$ cat config.mk
export PLATFORM = sky130hd
export DESIGN_NAME = ooo_backend_top
export DESIGN_NICKNAME = d
export VERILOG_FILES = /design/src/design/ooo_pkg.sv /design/src/design/ooo_backend_top.sv /design/src/design/int_alu.sv /design/src/design/dispatch_unit.sv /design/src/design/reorder_buffer.sv /design/src/design/regfile_scoreboard.sv
export SDC_FILE = /design/constraint.sdc
export NUM_CORES = 2
export LEC_CHECK = 0
export BUFFER_PORTS_ARGS = -buffer_cell sky130_fd_sc_hd__buf_4
export CORE_ASPECT_RATIO = 1.25
export CORE_MARGIN = 3
export CORE_UTILIZATION = 63
export CTS_CLUSTER_DIAMETER = 50
export DETAILED_ROUTE_END_ITERATION = 6
export PLACE_DENSITY = 0.82
export SLEW_MARGIN = 20
export SYNTH_ARGS = -nofsm -noshare
export SYNTH_HDL_FRONTEND = slang
export SYNTH_HIERARCHICAL = 1
export SYNTH_SLANG_ARGS = --single-unit
$ cat constraint.sdc
create_clock -name clk -period 21.4 [get_ports clk]
set_clock_uncertainty 0.1 [all_clocks]
set_input_delay 5.35 -clock clk [delete_from_list [all_inputs] [get_ports clk]]
set_output_delay 5.35 -clock clk [all_outputs]
set_load 0.1 [all_outputs]
$ cat src/design/ooo_pkg.sv
package ooo_pkg;

  // architectural data width
  localparam int xlen = 32;

  // register index width, 32 architectural registers
  localparam int reg_addr_w = 5;

  // alu operations accepted on the instruction port
  // op_addi takes rs1 and the immediate, all others take rs1 and rs2
  typedef enum logic [2:0] {
    op_add  = 3'd0,
    op_sub  = 3'd1,
    op_and  = 3'd2,
    op_or   = 3'd3,
    op_xor  = 3'd4,
    op_addi = 3'd5
  } alu_op_e;

  // per-entry state of the reorder buffer
  // free: slot unused, may be allocated at the tail
  // busy: allocated, waiting for its alu result
  // done: result written, waiting to retire at the head
  typedef enum logic [1:0] {
    rob_free = 2'd0,
    rob_busy = 2'd1,
    rob_done = 2'd2
  } rob_state_e;

endpackage
$ cat src/design/ooo_backend_top.sv
module ooo_backend_top #(
  parameter int rob_tag_w = 2
) (
  input  logic                           clk,
  input  logic                           rst,

  input  logic                           in_valid,
  output logic                           in_ready,
  input  ooo_pkg::alu_op_e               in_op,
  input  logic [ooo_pkg::reg_addr_w-1:0] in_rd,
  input  logic [ooo_pkg::reg_addr_w-1:0] in_rs1,
  input  logic [ooo_pkg::reg_addr_w-1:0] in_rs2,
  input  logic [ooo_pkg::xlen-1:0]       in_imm,

  output logic                           commit_valid,
  output logic [ooo_pkg::reg_addr_w-1:0] commit_rd,
  output logic [ooo_pkg::xlen-1:0]       commit_value,
  output logic [rob_tag_w-1:0]           commit_tag
);

  logic [ooo_pkg::reg_addr_w-1:0] issue_rs1_s, issue_rs2_s, issue_rd_s;
  logic [ooo_pkg::xlen-1:0]       issue_rs1_regfile_v, issue_rs2_regfile_v;
  logic                           issue_rs1_regfile_ready, issue_rs2_regfile_ready;
  logic [rob_tag_w-1:0]           issue_rs1_regfile_rob, issue_rs2_regfile_rob;
  logic                           issue_valid;
  logic [rob_tag_w-1:0]           issue_rob;

  logic [rob_tag_w-1:0]           fwd_rs1_tag, fwd_rs2_tag;
  logic                           fwd_rs1_done, fwd_rs2_done;
  logic [ooo_pkg::xlen-1:0]       fwd_rs1_value, fwd_rs2_value;
  logic                           alloc_valid, full;
  logic [ooo_pkg::reg_addr_w-1:0] alloc_rd;
  logic [rob_tag_w-1:0]           alloc_tag;

  logic                           ex_valid, res_valid;
  ooo_pkg::alu_op_e               ex_op;
  logic [ooo_pkg::xlen-1:0]       ex_a, ex_b, res_value;
  logic [rob_tag_w-1:0]           ex_tag, res_tag;

  dispatch_unit #(.rob_tag_w(rob_tag_w)) u_dispatch (.*);

  // commit port doubles as the register file write
  regfile_scoreboard #(.rob_tag_w(rob_tag_w)) u_regfile (
    .clk, .rst,
    .commit_regfile_we(commit_valid), .commit_rd_s(commit_rd),
    .commit_rd_v(commit_value), .commit_rob(commit_tag),
    .issue_valid, .issue_rd_s, .issue_rob, .issue_rs1_s, .issue_rs2_s,
    .issue_rs1_regfile_v, .issue_rs2_regfile_v,
    .issue_rs1_regfile_ready, .issue_rs2_regfile_ready,
    .issue_rs1_regfile_rob, .issue_rs2_regfile_rob
  );

  reorder_buffer #(.rob_tag_w(rob_tag_w)) u_rob (.*);

  int_alu #(.rob_tag_w(rob_tag_w)) u_alu (.*);

endmodule

$ cat src/design/int_alu.sv
module int_alu #(
  parameter int rob_tag_w = 2
) (
  input  logic                     clk,
  input  logic                     rst,

  input  logic                     ex_valid,
  input  ooo_pkg::alu_op_e         ex_op,
  input  logic [ooo_pkg::xlen-1:0] ex_a,
  input  logic [ooo_pkg::xlen-1:0] ex_b,
  input  logic [rob_tag_w-1:0]     ex_tag,

  output logic                     res_valid,
  output logic [rob_tag_w-1:0]     res_tag,
  output logic [ooo_pkg::xlen-1:0] res_value
);

  logic [ooo_pkg::xlen-1:0] alu_out;

  always_comb begin
    case (ex_op)
      // immediate already sits in ex_b
      ooo_pkg::op_add,
      ooo_pkg::op_addi: alu_out = ex_a + ex_b;
      ooo_pkg::op_sub:  alu_out = ex_a - ex_b;
      ooo_pkg::op_and:  alu_out = ex_a & ex_b;
      ooo_pkg::op_or:   alu_out = ex_a | ex_b;
      ooo_pkg::op_xor:  alu_out = ex_a ^ ex_b;
      default:          alu_out = '0;
    endcase
  end

  always_ff @(posedge clk) begin
    if (rst) begin
      res_valid <= 1'b0;
    end else begin
      res_valid <= ex_valid;
    end
  end

  // one result per cycle, no hold
  always_ff @(posedge clk) begin
    if (ex_valid) begin
      res_tag   <= ex_tag;
      res_value <= alu_out;
    end
  end

endmodule

$ cat src/design/dispatch_unit.sv
module dispatch_unit #(
  parameter int rob_tag_w = 2
) (
  input  logic                           clk,
  input  logic                           rst,

  // decoded instruction port
  input  logic                           in_valid,
  output logic                           in_ready,
  input  ooo_pkg::alu_op_e               in_op,
  input  logic [ooo_pkg::reg_addr_w-1:0] in_rd,
  input  logic [ooo_pkg::reg_addr_w-1:0] in_rs1,
  input  logic [ooo_pkg::reg_addr_w-1:0] in_rs2,
  input  logic [ooo_pkg::xlen-1:0]       in_imm,

  // scoreboard reads
  output logic [ooo_pkg::reg_addr_w-1:0] issue_rs1_s,
  output logic [ooo_pkg::reg_addr_w-1:0] issue_rs2_s,
  input  logic [ooo_pkg::xlen-1:0]       issue_rs1_regfile_v,
  input  logic [ooo_pkg::xlen-1:0]       issue_rs2_regfile_v,
  input  logic                           issue_rs1_regfile_ready,
  input  logic                           issue_rs2_regfile_ready,
  input  logic [rob_tag_w-1:0]           issue_rs1_regfile_rob,
  input  logic [rob_tag_w-1:0]           issue_rs2_regfile_rob,

  // scoreboard booking
  output logic                           issue_valid,
  output logic [ooo_pkg::reg_addr_w-1:0] issue_rd_s,
  output logic [rob_tag_w-1:0]           issue_rob,

  // rob lookups and allocation
  output logic [rob_tag_w-1:0]           fwd_rs1_tag,
  output logic [rob_tag_w-1:0]           fwd_rs2_tag,
  input  logic                           fwd_rs1_done,
  input  logic [ooo_pkg::xlen-1:0]       fwd_rs1_value,
  input  logic                           fwd_rs2_done,
  input  logic [ooo_pkg::xlen-1:0]       fwd_rs2_value,
  output logic                           alloc_valid,
  output logic [ooo_pkg::reg_addr_w-1:0] alloc_rd,
  input  logic [rob_tag_w-1:0]           alloc_tag,
  input  logic                           full,

  // issue toward the alu
  output logic                           ex_valid,
  output ooo_pkg::alu_op_e               ex_op,
  output logic [ooo_pkg::xlen-1:0]       ex_a,
  output logic [ooo_pkg::xlen-1:0]       ex_b,
  output logic [rob_tag_w-1:0]           ex_tag
);

  logic                     uses_rs2;
  logic                     rs1_ok;
  logic                     rs2_ok;
  logic                     accept;
  logic [ooo_pkg::xlen-1:0] op_a;
  logic [ooo_pkg::xlen-1:0] op_b;

  assign issue_rs1_s = in_rs1;
  assign issue_rs2_s = in_rs2;
  // pending tags go straight to the rob for a done check
  assign fwd_rs1_tag = issue_rs1_regfile_rob;
  assign fwd_rs2_tag = issue_rs2_regfile_rob;

  always_comb begin
    uses_rs2 = (in_op != ooo_pkg::op_addi);
    rs1_ok   = issue_rs1_regfile_ready || fwd_rs1_done;
    rs2_ok   = !uses_rs2 || issue_rs2_regfile_ready || fwd_rs2_done;
    op_a     = issue_rs1_regfile_ready ? issue_rs1_regfile_v : fwd_rs1_value;
    if (!uses_rs2) begin
      op_b = in_imm;
    end else begin
      op_b = issue_rs2_regfile_ready ? issue_rs2_regfile_v : fwd_rs2_value;
    end
  end

  // stall on a full rob or an operand still in the alu
  assign in_ready = !full && rs1_ok && rs2_ok;
  assign accept   = in_valid && in_ready;

  assign issue_valid = accept;
  assign issue_rd_s  = in_rd;
  assign issue_rob   = alloc_tag;
  assign alloc_valid = accept;
  assign alloc_rd    = in_rd;

  always_ff @(posedge clk) begin
    if (rst) begin
      ex_valid <= 1'b0;
    end else begin
      ex_valid <= accept;
    end
  end

  always_ff @(posedge clk) begin
    if (accept) begin
      ex_op  <= in_op;
      ex_a   <= op_a;
      ex_b   <= op_b;
      ex_tag <= alloc_tag;
    end
  end

endmodule

$ cat src/design/reorder_buffer.sv
module reorder_buffer #(
  parameter int rob_tag_w = 2
) (
  input  logic                           clk,
  input  logic                           rst,

  // allocation at the tail
  input  logic                           alloc_valid,
  input  logic [ooo_pkg::reg_addr_w-1:0] alloc_rd,
  output logic [rob_tag_w-1:0]           alloc_tag,
  output logic                           full,

  // alu result
  input  logic                           res_valid,
  input  logic [rob_tag_w-1:0]           res_tag,
  input  logic [ooo_pkg::xlen-1:0]       res_value,

  // operand forwarding lookups
  input  logic [rob_tag_w-1:0]           fwd_rs1_tag,
  input  logic [rob_tag_w-1:0]           fwd_rs2_tag,
  output logic                           fwd_rs1_done,
  output logic [ooo_pkg::xlen-1:0]       fwd_rs1_value,
  output logic                           fwd_rs2_done,
  output logic [ooo_pkg::xlen-1:0]       fwd_rs2_value,

  // in-order retirement
  output logic                           commit_valid,
  output logic [ooo_pkg::reg_addr_w-1:0] commit_rd,
  output logic [ooo_pkg::xlen-1:0]       commit_value,
  output logic [rob_tag_w-1:0]           commit_tag
);

  localparam int depth = 1 << rob_tag_w;

  ooo_pkg::rob_state_e            state [depth];
  logic [ooo_pkg::reg_addr_w-1:0] rd_arr [depth];
  logic [ooo_pkg::xlen-1:0]       val_arr [depth];

  // pointers wrap on their own since depth is a power of two
  logic [rob_tag_w-1:0] head;
  logic [rob_tag_w-1:0] tail;

  logic                     head_done;
  logic [ooo_pkg::xlen-1:0] head_value;

  // entry holds a result, is receiving one now, or is on the commit port
  function automatic logic fwd_hit(input logic [rob_tag_w-1:0] tag);
    fwd_hit = (state[tag] == ooo_pkg::rob_done) ||
              ((state[tag] == ooo_pkg::rob_busy) && res_valid && (res_tag == tag)) ||
              (commit_valid && (commit_tag == tag));
  endfunction

  function automatic logic [ooo_pkg::xlen-1:0] fwd_val(input logic [rob_tag_w-1:0] tag);
    if (state[tag] == ooo_pkg::rob_done) begin
      fwd_val = val_arr[tag];
    end else if (res_valid && (res_tag == tag)) begin
      fwd_val = res_value;
    end else begin
      fwd_val = commit_value;
    end
  endfunction

  assign alloc_tag = tail;
  assign full      = (state[tail] != ooo_pkg::rob_free);

  always_comb begin
    // a result landing on the head retires without an extra cycle
    head_done = (state[head] == ooo_pkg::rob_done) ||
                ((state[head] == ooo_pkg::rob_busy) && res_valid && (res_tag == head));
    head_value = (state[head] == ooo_pkg::rob_done) ? val_arr[head] : res_value;
  end

  always_comb begin
    fwd_rs1_done  = fwd_hit(fwd_rs1_tag);
    fwd_rs1_value = fwd_val(fwd_rs1_tag);
    fwd_rs2_done  = fwd_hit(fwd_rs2_tag);
    fwd_rs2_value = fwd_val(fwd_rs2_tag);
  end

  always_ff @(posedge clk) begin
    if (rst) begin
      head         <= '0;
      tail         <= '0;
      commit_valid <= 1'b0;
      for (int i = 0; i < depth; i++) begin
        state[i] <= ooo_pkg::rob_free;
      end
    end else begin
      commit_valid <= head_done;
      if (res_valid) begin
        state[res_tag] <= ooo_pkg::rob_done;
      end
      if (alloc_valid) begin
        state[tail] <= ooo_pkg::rob_busy;
        tail        <= tail + 1'b1;
      end
      // retiring frees the slot, even if its result arrived this cycle
      if (head_done) begin
        state[head] <= ooo_pkg::rob_free;
        head        <= head + 1'b1;
      end
    end
  end

  always_ff @(posedge clk) begin
    if (alloc_valid) begin
      rd_arr[tail] <= alloc_rd;
    end
    if (res_valid) begin
      val_arr[res_tag] <= res_value;
    end
    if (head_done) begin
      commit_rd    <= rd_arr[head];
      commit_value <= head_value;
      commit_tag   <= head;
    end
  end

endmodule

$ cat src/design/regfile_scoreboard.sv
module regfile_scoreboard #(
  parameter int rob_tag_w = 2
) (
  input  logic                           clk,
  input  logic                           rst,

  // retirement write from the rob
  input  logic                           commit_regfile_we,
  input  logic [ooo_pkg::reg_addr_w-1:0] commit_rd_s,
  input  logic [ooo_pkg::xlen-1:0]       commit_rd_v,
  input  logic [rob_tag_w-1:0]           commit_rob,

  // booking of the destination on dispatch
  input  logic                           issue_valid,
  input  logic [ooo_pkg::reg_addr_w-1:0] issue_rd_s,
  input  logic [rob_tag_w-1:0]           issue_rob,

  // operand reads for the instruction at dispatch
  input  logic [ooo_pkg::reg_addr_w-1:0] issue_rs1_s,
  input  logic [ooo_pkg::reg_addr_w-1:0] issue_rs2_s,
  output logic [ooo_pkg::xlen-1:0]       issue_rs1_regfile_v,
  output logic [ooo_pkg::xlen-1:0]       issue_rs2_regfile_v,
  output logic                           issue_rs1_regfile_ready,
  output logic                           issue_rs2_regfile_ready,
  output logic [rob_tag_w-1:0]           issue_rs1_regfile_rob,
  output logic [rob_tag_w-1:0]           issue_rs2_regfile_rob
);

  localparam int num_regs = 1 << ooo_pkg::reg_addr_w;

  logic [ooo_pkg::xlen-1:0] reg_val [num_regs];
  // youngest in-flight producer of each register
  logic [rob_tag_w-1:0]     reg_tag [num_regs];
  logic                     reg_pending [num_regs];

  logic commit_we_nz;
  logic issue_nz;

  // x0 is hardwired, never written and never booked
  assign commit_we_nz = commit_regfile_we && (commit_rd_s != '0);
  assign issue_nz     = issue_valid && (issue_rd_s != '0);

  always_ff @(posedge clk) begin
    if (rst) begin
      for (int i = 0; i < num_regs; i++) begin
        reg_val[i]     <= '0;
        reg_tag[i]     <= '0;
        reg_pending[i] <= 1'b0;
      end
    end else begin
      if (commit_we_nz) begin
        reg_val[commit_rd_s] <= commit_rd_v;
        // a younger writer keeps the register pending
        if (reg_pending[commit_rd_s] && (reg_tag[commit_rd_s] == commit_rob)) begin
          reg_pending[commit_rd_s] <= 1'b0;
        end
      end
      // issue comes last so it overrides a same-cycle commit clear
      if (issue_nz) begin
        reg_tag[issue_rd_s]     <= issue_rob;
        reg_pending[issue_rd_s] <= 1'b1;
      end
    end
  end

  always_comb begin
    issue_rs1_regfile_v     = reg_val[issue_rs1_s];
    issue_rs2_regfile_v     = reg_val[issue_rs2_s];
    issue_rs1_regfile_ready = ~reg_pending[issue_rs1_s];
    issue_rs2_regfile_ready = ~reg_pending[issue_rs2_s];
    issue_rs1_regfile_rob   = reg_tag[issue_rs1_s];
    issue_rs2_regfile_rob   = reg_tag[issue_rs2_s];
  end

endmodule

==> flow_results.org <==
** Drt
- After the first detailed-routing iteration, the DRC count stood at 8,918.
- For this block, the routed nets add up to 256 mm of wire.
- In the final routed layout, each cell accounts on average for 36.4 um.
- First-pass iteration count of the detailed router :: 7
- Routed via count :: 53,134
- Detail-routed via count per cell :: 7.56
- In the routed design, unresolved DRC markers number 8.
- The detail route stage leaves a number of antenna-violating nets equal to 0.

** Die
- Die area :: 132,000 um^2
- The floorplan has 146 rows.
- The floorplan step set the die height to 406 um.
- The core region is 127,000 um^2.
- Number of primary I/O pins :: 94
- Die Width :: 326 um
- Starting utilization of the core area :: 0.635

** Timing
- Summed over all failing endpoints, the final setup total negative slack is 0 ns.
- The final count of pins violating max slew is 0.
- Based on the critical path, the design can be clocked at up to 64.0 MHz.
- Final Hold Fails :: 0
- Of the available clock period, the critical path in the final layout requires 0.730.
- Hold is met by 0.317 ns.
- The worst pin sits at a relative slew slack of 0.232.
- Setup violations remaining at the end of the flow were counted as 0.
- Setup repair after global routing missed its margin :: false
- Tightest Pin Transition :: 1.15 ns
- The smallest clock period supported by the final layout is computed as 15.62 ns.

** Synth
- The commonest cells after synthesis are 1,378 x sky130_fd_sc_hd__edfxtp_1, 1,057 x sky130_fd_sc_hd__and2_1, 814 x sky130_fd_sc_hd__mux4_2.
- Area share of the largest cell type after synthesis :: 0.514
- After synthesis the cells add up to 80,500 um^2.
- Counting flops with a built-in enable in the synthesized netlist gives 1,378.
- Register area share after synthesis :: 0.527
- Asr flop ratio synth :: 0
- Synthesis inferred 1,429 register bits.
- sky130_fd_sc_hd__edfxtp_1 is the most common cell in the netlist.
- Summed over all instances, the cell type with the most area after synthesis is sky130_fd_sc_hd__edfxtp_1.
- After synthesis, the mean cell area works out to 15.2 um^2.
- After technology mapping, the gate count stands at 5,284.
- The Yosys step of the flow raised 6 warnings.
- Unique cell type count in the Yosys netlist :: 95
- Prevailing post-synth register cell :: sky130_fd_sc_hd__edfxtp_1
- By area the synthesized netlist is led by sky130_fd_sc_hd__edfxtp_1 51%, sky130_fd_sc_hd__mux4_2 23%, sky130_fd_sc_hd__and2_1 8.2%, sky130_fd_sc_hd__mux2_2 2.0%, sky130_fd_sc_hd__clkbuf_1 1.7%.

** Placement
- Routability-driven placement finished with a final weighted congestion of 1.00.
- Number of cells after detailed placement :: 6,741
- After legalization and detailed placement, the total HPWL measured 156 mm.
- The count of buffers added on input and output ports is 93.
- The placed instances occupy a cell area of 83,000 um^2.

** Pwr
- Sequential fraction of design power :: 0.454
- In this run the power density over the cells is 86.8 nW/um^2.
- The share of total power dissipated in combinational logic is 0.214.
- For this design the static power due to leakage is 31.5 nW.
- Worst VDD drop :: 0.0898 mV
- Sw Share :: 0.297
- The share of total power dissipated in the clock network is 0.333.
- The analysis attributes to net switching a power of 2.26 mW.
- Cell internal power was estimated by the tool at 5.37 mW.

** Clocking
- TritonCTS built the clock tree.
- In this run, post-CTS hold repair placed 0 buffers.
- Counting the buffers created by CTS gives 145.
- H-tree levels :: 4
- Once the clock tree was built, the resizer swapped 0 gates to a different size.
- Clock slew seen by the registers of the worst setup and hold paths :: 0.06 ns
- The clock passes through at most 3 buffers.
- CTS Root Cell :: sky130_fd_sc_hd__clkbuf_16
- Skew-Pair Late Insertion Delay :: 0.81 ns
- After clock tree synthesis, the setup repair step added 0 buffers.
- CTS saw 1,429 sinks.

** Layout
- Area growth from synthesis to layout :: 9.20%
- For this run, the post-layout net count is 5,352.
- The finished layout holds 7,027 standard cells, fillers aside.
- Final standard cell area without fillers :: 87,900 um^2
- Of the cells placed in the final design, the portion with a size suffix greater than 1 is 0.307.
- After filler insertion, the fill cell instance count of the layout stands at 7,835.

** Status
- Outcome :: complete, but fails checks
- The final reports fail on design-rule violations.

** Worst setup path
- Signal arrival time at the worst endpoint :: 10.17 ns
- The setup check on the worst reg-to-reg path leaves a slack of 15.22 ns.
- The critical path starts at in_rs1[0].
- Counting cells, the worst reg-to-reg path comes to 13.
- Endpoint kind of the worst setup timing path :: output pin
- Max FO, Critical Path :: 65
- Data required, critical path :: 15.95 ns
- Start-to-end type of the worst setup path :: in2out
- Reg-to-reg critical path startpoint :: u_regfile/reg_tag[15][0]
- Startpoint kind of the worst setup timing path :: input port

** Global routing
- The initial antenna violation count is 17.
- Entering global routing, the biggest net connects 91 pins.
- Global routing usage summed across all routing layers :: 0.388
- The total overflow left after global routing is 0.
- Vias in the first global route :: 53,209
- First-pass GRT wire length :: 365 mm

** Worst hold path
- The tightest min-delay check is of the reg2reg type.
- Cells on Worst Hold Path :: 0
- In this run the most critical hold path is launched from u_dispatch/ex_tag[0].

** Flow run
- Across the run, the number of max-cap violations was 0.
-- cell usage in the layout (no fill, tap or decap), drive strengths merged, types with 14 or more instances in the layout --
master / instances
edfxtp: 1378
and2: 1059
mux4: 815
buf: 262
nor2: 206
mux2: 205
clkbuf: 183
a21oi: 180
o21ai: 117
mux2i: 108
inv: 108
ha: 104
nand2: 64
xnor2: 52
dfxtp: 51
clkinv: 49
nor3: 39
conb: 34
a211oi: 25
nor2b: 21
nand3: 20
diode: 19
o22ai: 14
xor2: 14
nand3b: 14
-- state kept, by name, summed over array words and instances, names as in the netlist, 2 cells and up, named ones only --
signal	flops
u_dispatch/ex_op	3
u_rob/commit_tag	2
u_alu/res_tag	2
u_dispatch/ex_a	32
u_regfile/reg_pending	32
u_regfile/reg_tag	64
u_dispatch/ex_b	32
u_rob/val_arr	128
u_rob/commit_value	32
u_alu/res_value	32
u_rob/head	2
u_rob/rd_arr	20
u_rob/commit_rd	5
u_dispatch/ex_tag	2
u_rob/state	8
u_rob/alloc_tag	2
u_regfile/reg_val	1024
-- final cells by class --
| type | instances | area, um^2 | share of cell area |
|---|---|---|---|
| Timing Repair Buffer | 262 | 2130 | 0.0242 |
| Inverter | 91 | 344 | 0.00392 |
| Sequential cell | 1429 | 42400 | 0.483 |
| Antenna cell | 19 | 47.5 | 0.000541 |
| Clock inverter | 76 | 681 | 0.00775 |
| Tap cell | 1702 | 2130 | 0.0242 |
| Clock buffer | 183 | 3990 | 0.0454 |
| Multi-Input combinational cell | 3265 | 36200 | 0.411 |
-- metal layers --
metal,GRT usage,vias up,part of all wire
met5,0,-,0.00020
met4,0.252,8,0.077
met3,0.125,1196,0.15
met2,0.610,5081,0.47
met1,0.466,26570,0.30
li1,-,20279,-
-- worst max-delay path, cell delays in order --
cell	delay [ns]
sky130_fd_sc_hd__buf_8	0.25
sky130_fd_sc_hd__buf_16	0.37
sky130_fd_sc_hd__mux4_2	0.57
sky130_fd_sc_hd__mux4_2	0.47
sky130_fd_sc_hd__mux2_2	0.33
sky130_fd_sc_hd__buf_4	0.37
sky130_fd_sc_hd__mux4_2	0.56
sky130_fd_sc_hd__nand2b_2	0.08
sky130_fd_sc_hd__buf_4	0.56
sky130_fd_sc_hd__nand3_1	0.14
sky130_fd_sc_hd__o21bai_1	0.41
sky130_fd_sc_hd__a21oi_1	0.18
sky130_fd_sc_hd__buf_4	0.31
-- stage by stage --
stage                     utilization  setup slack, ns  total power, mW
after CTS                       0.692             5.65             7.58
final                           0.693             5.78             7.63
after floorplan                     -             4.55             4.57
after global placement          0.654             5.70             5.03
after detailed placement        0.655             5.68             5.07
after global routing            0.693             5.50             7.83
-- kinds of logic (layout without fill, tap and decap cells) --
family                     Yosys count  after routing  synth area share
adders and majority gates          105            105            0.0164
AOI/OAI and AO/OA                  427            427            0.0329
and+or+nand+nor                   1505           1505             0.110
xor gates and xnor gates            66             66           0.00718
muxes                             1128           1128             0.273
other                                1             53         0.0000466
buffers and inverters              623            612            0.0336
DFF                               1429           1429             0.527
-- final timing paths --
kind | to
max | in_ready
min | u_alu/res_tag[0]
max reg2reg | u_regfile/reg_tag[2][0]
min reg2reg | u_alu/res_tag[0]
-- power groups by stage --
stage / Clock [mW] / Combinational [mW] / Sequential, mW
2_1_floorplan: 0 / 1.10 / 3.48
3_3_place_gp: 0 / 1.53 / 3.50
3_5_place_dp: 0 / 1.56 / 3.51
4_1_cts: 2.54 / 1.58 / 3.46
5_1_grt: 2.65 / 1.70 / 3.48
6_report: 2.54 / 1.63 / 3.46
Note: power is estimated with default switching activity, not from simulation.
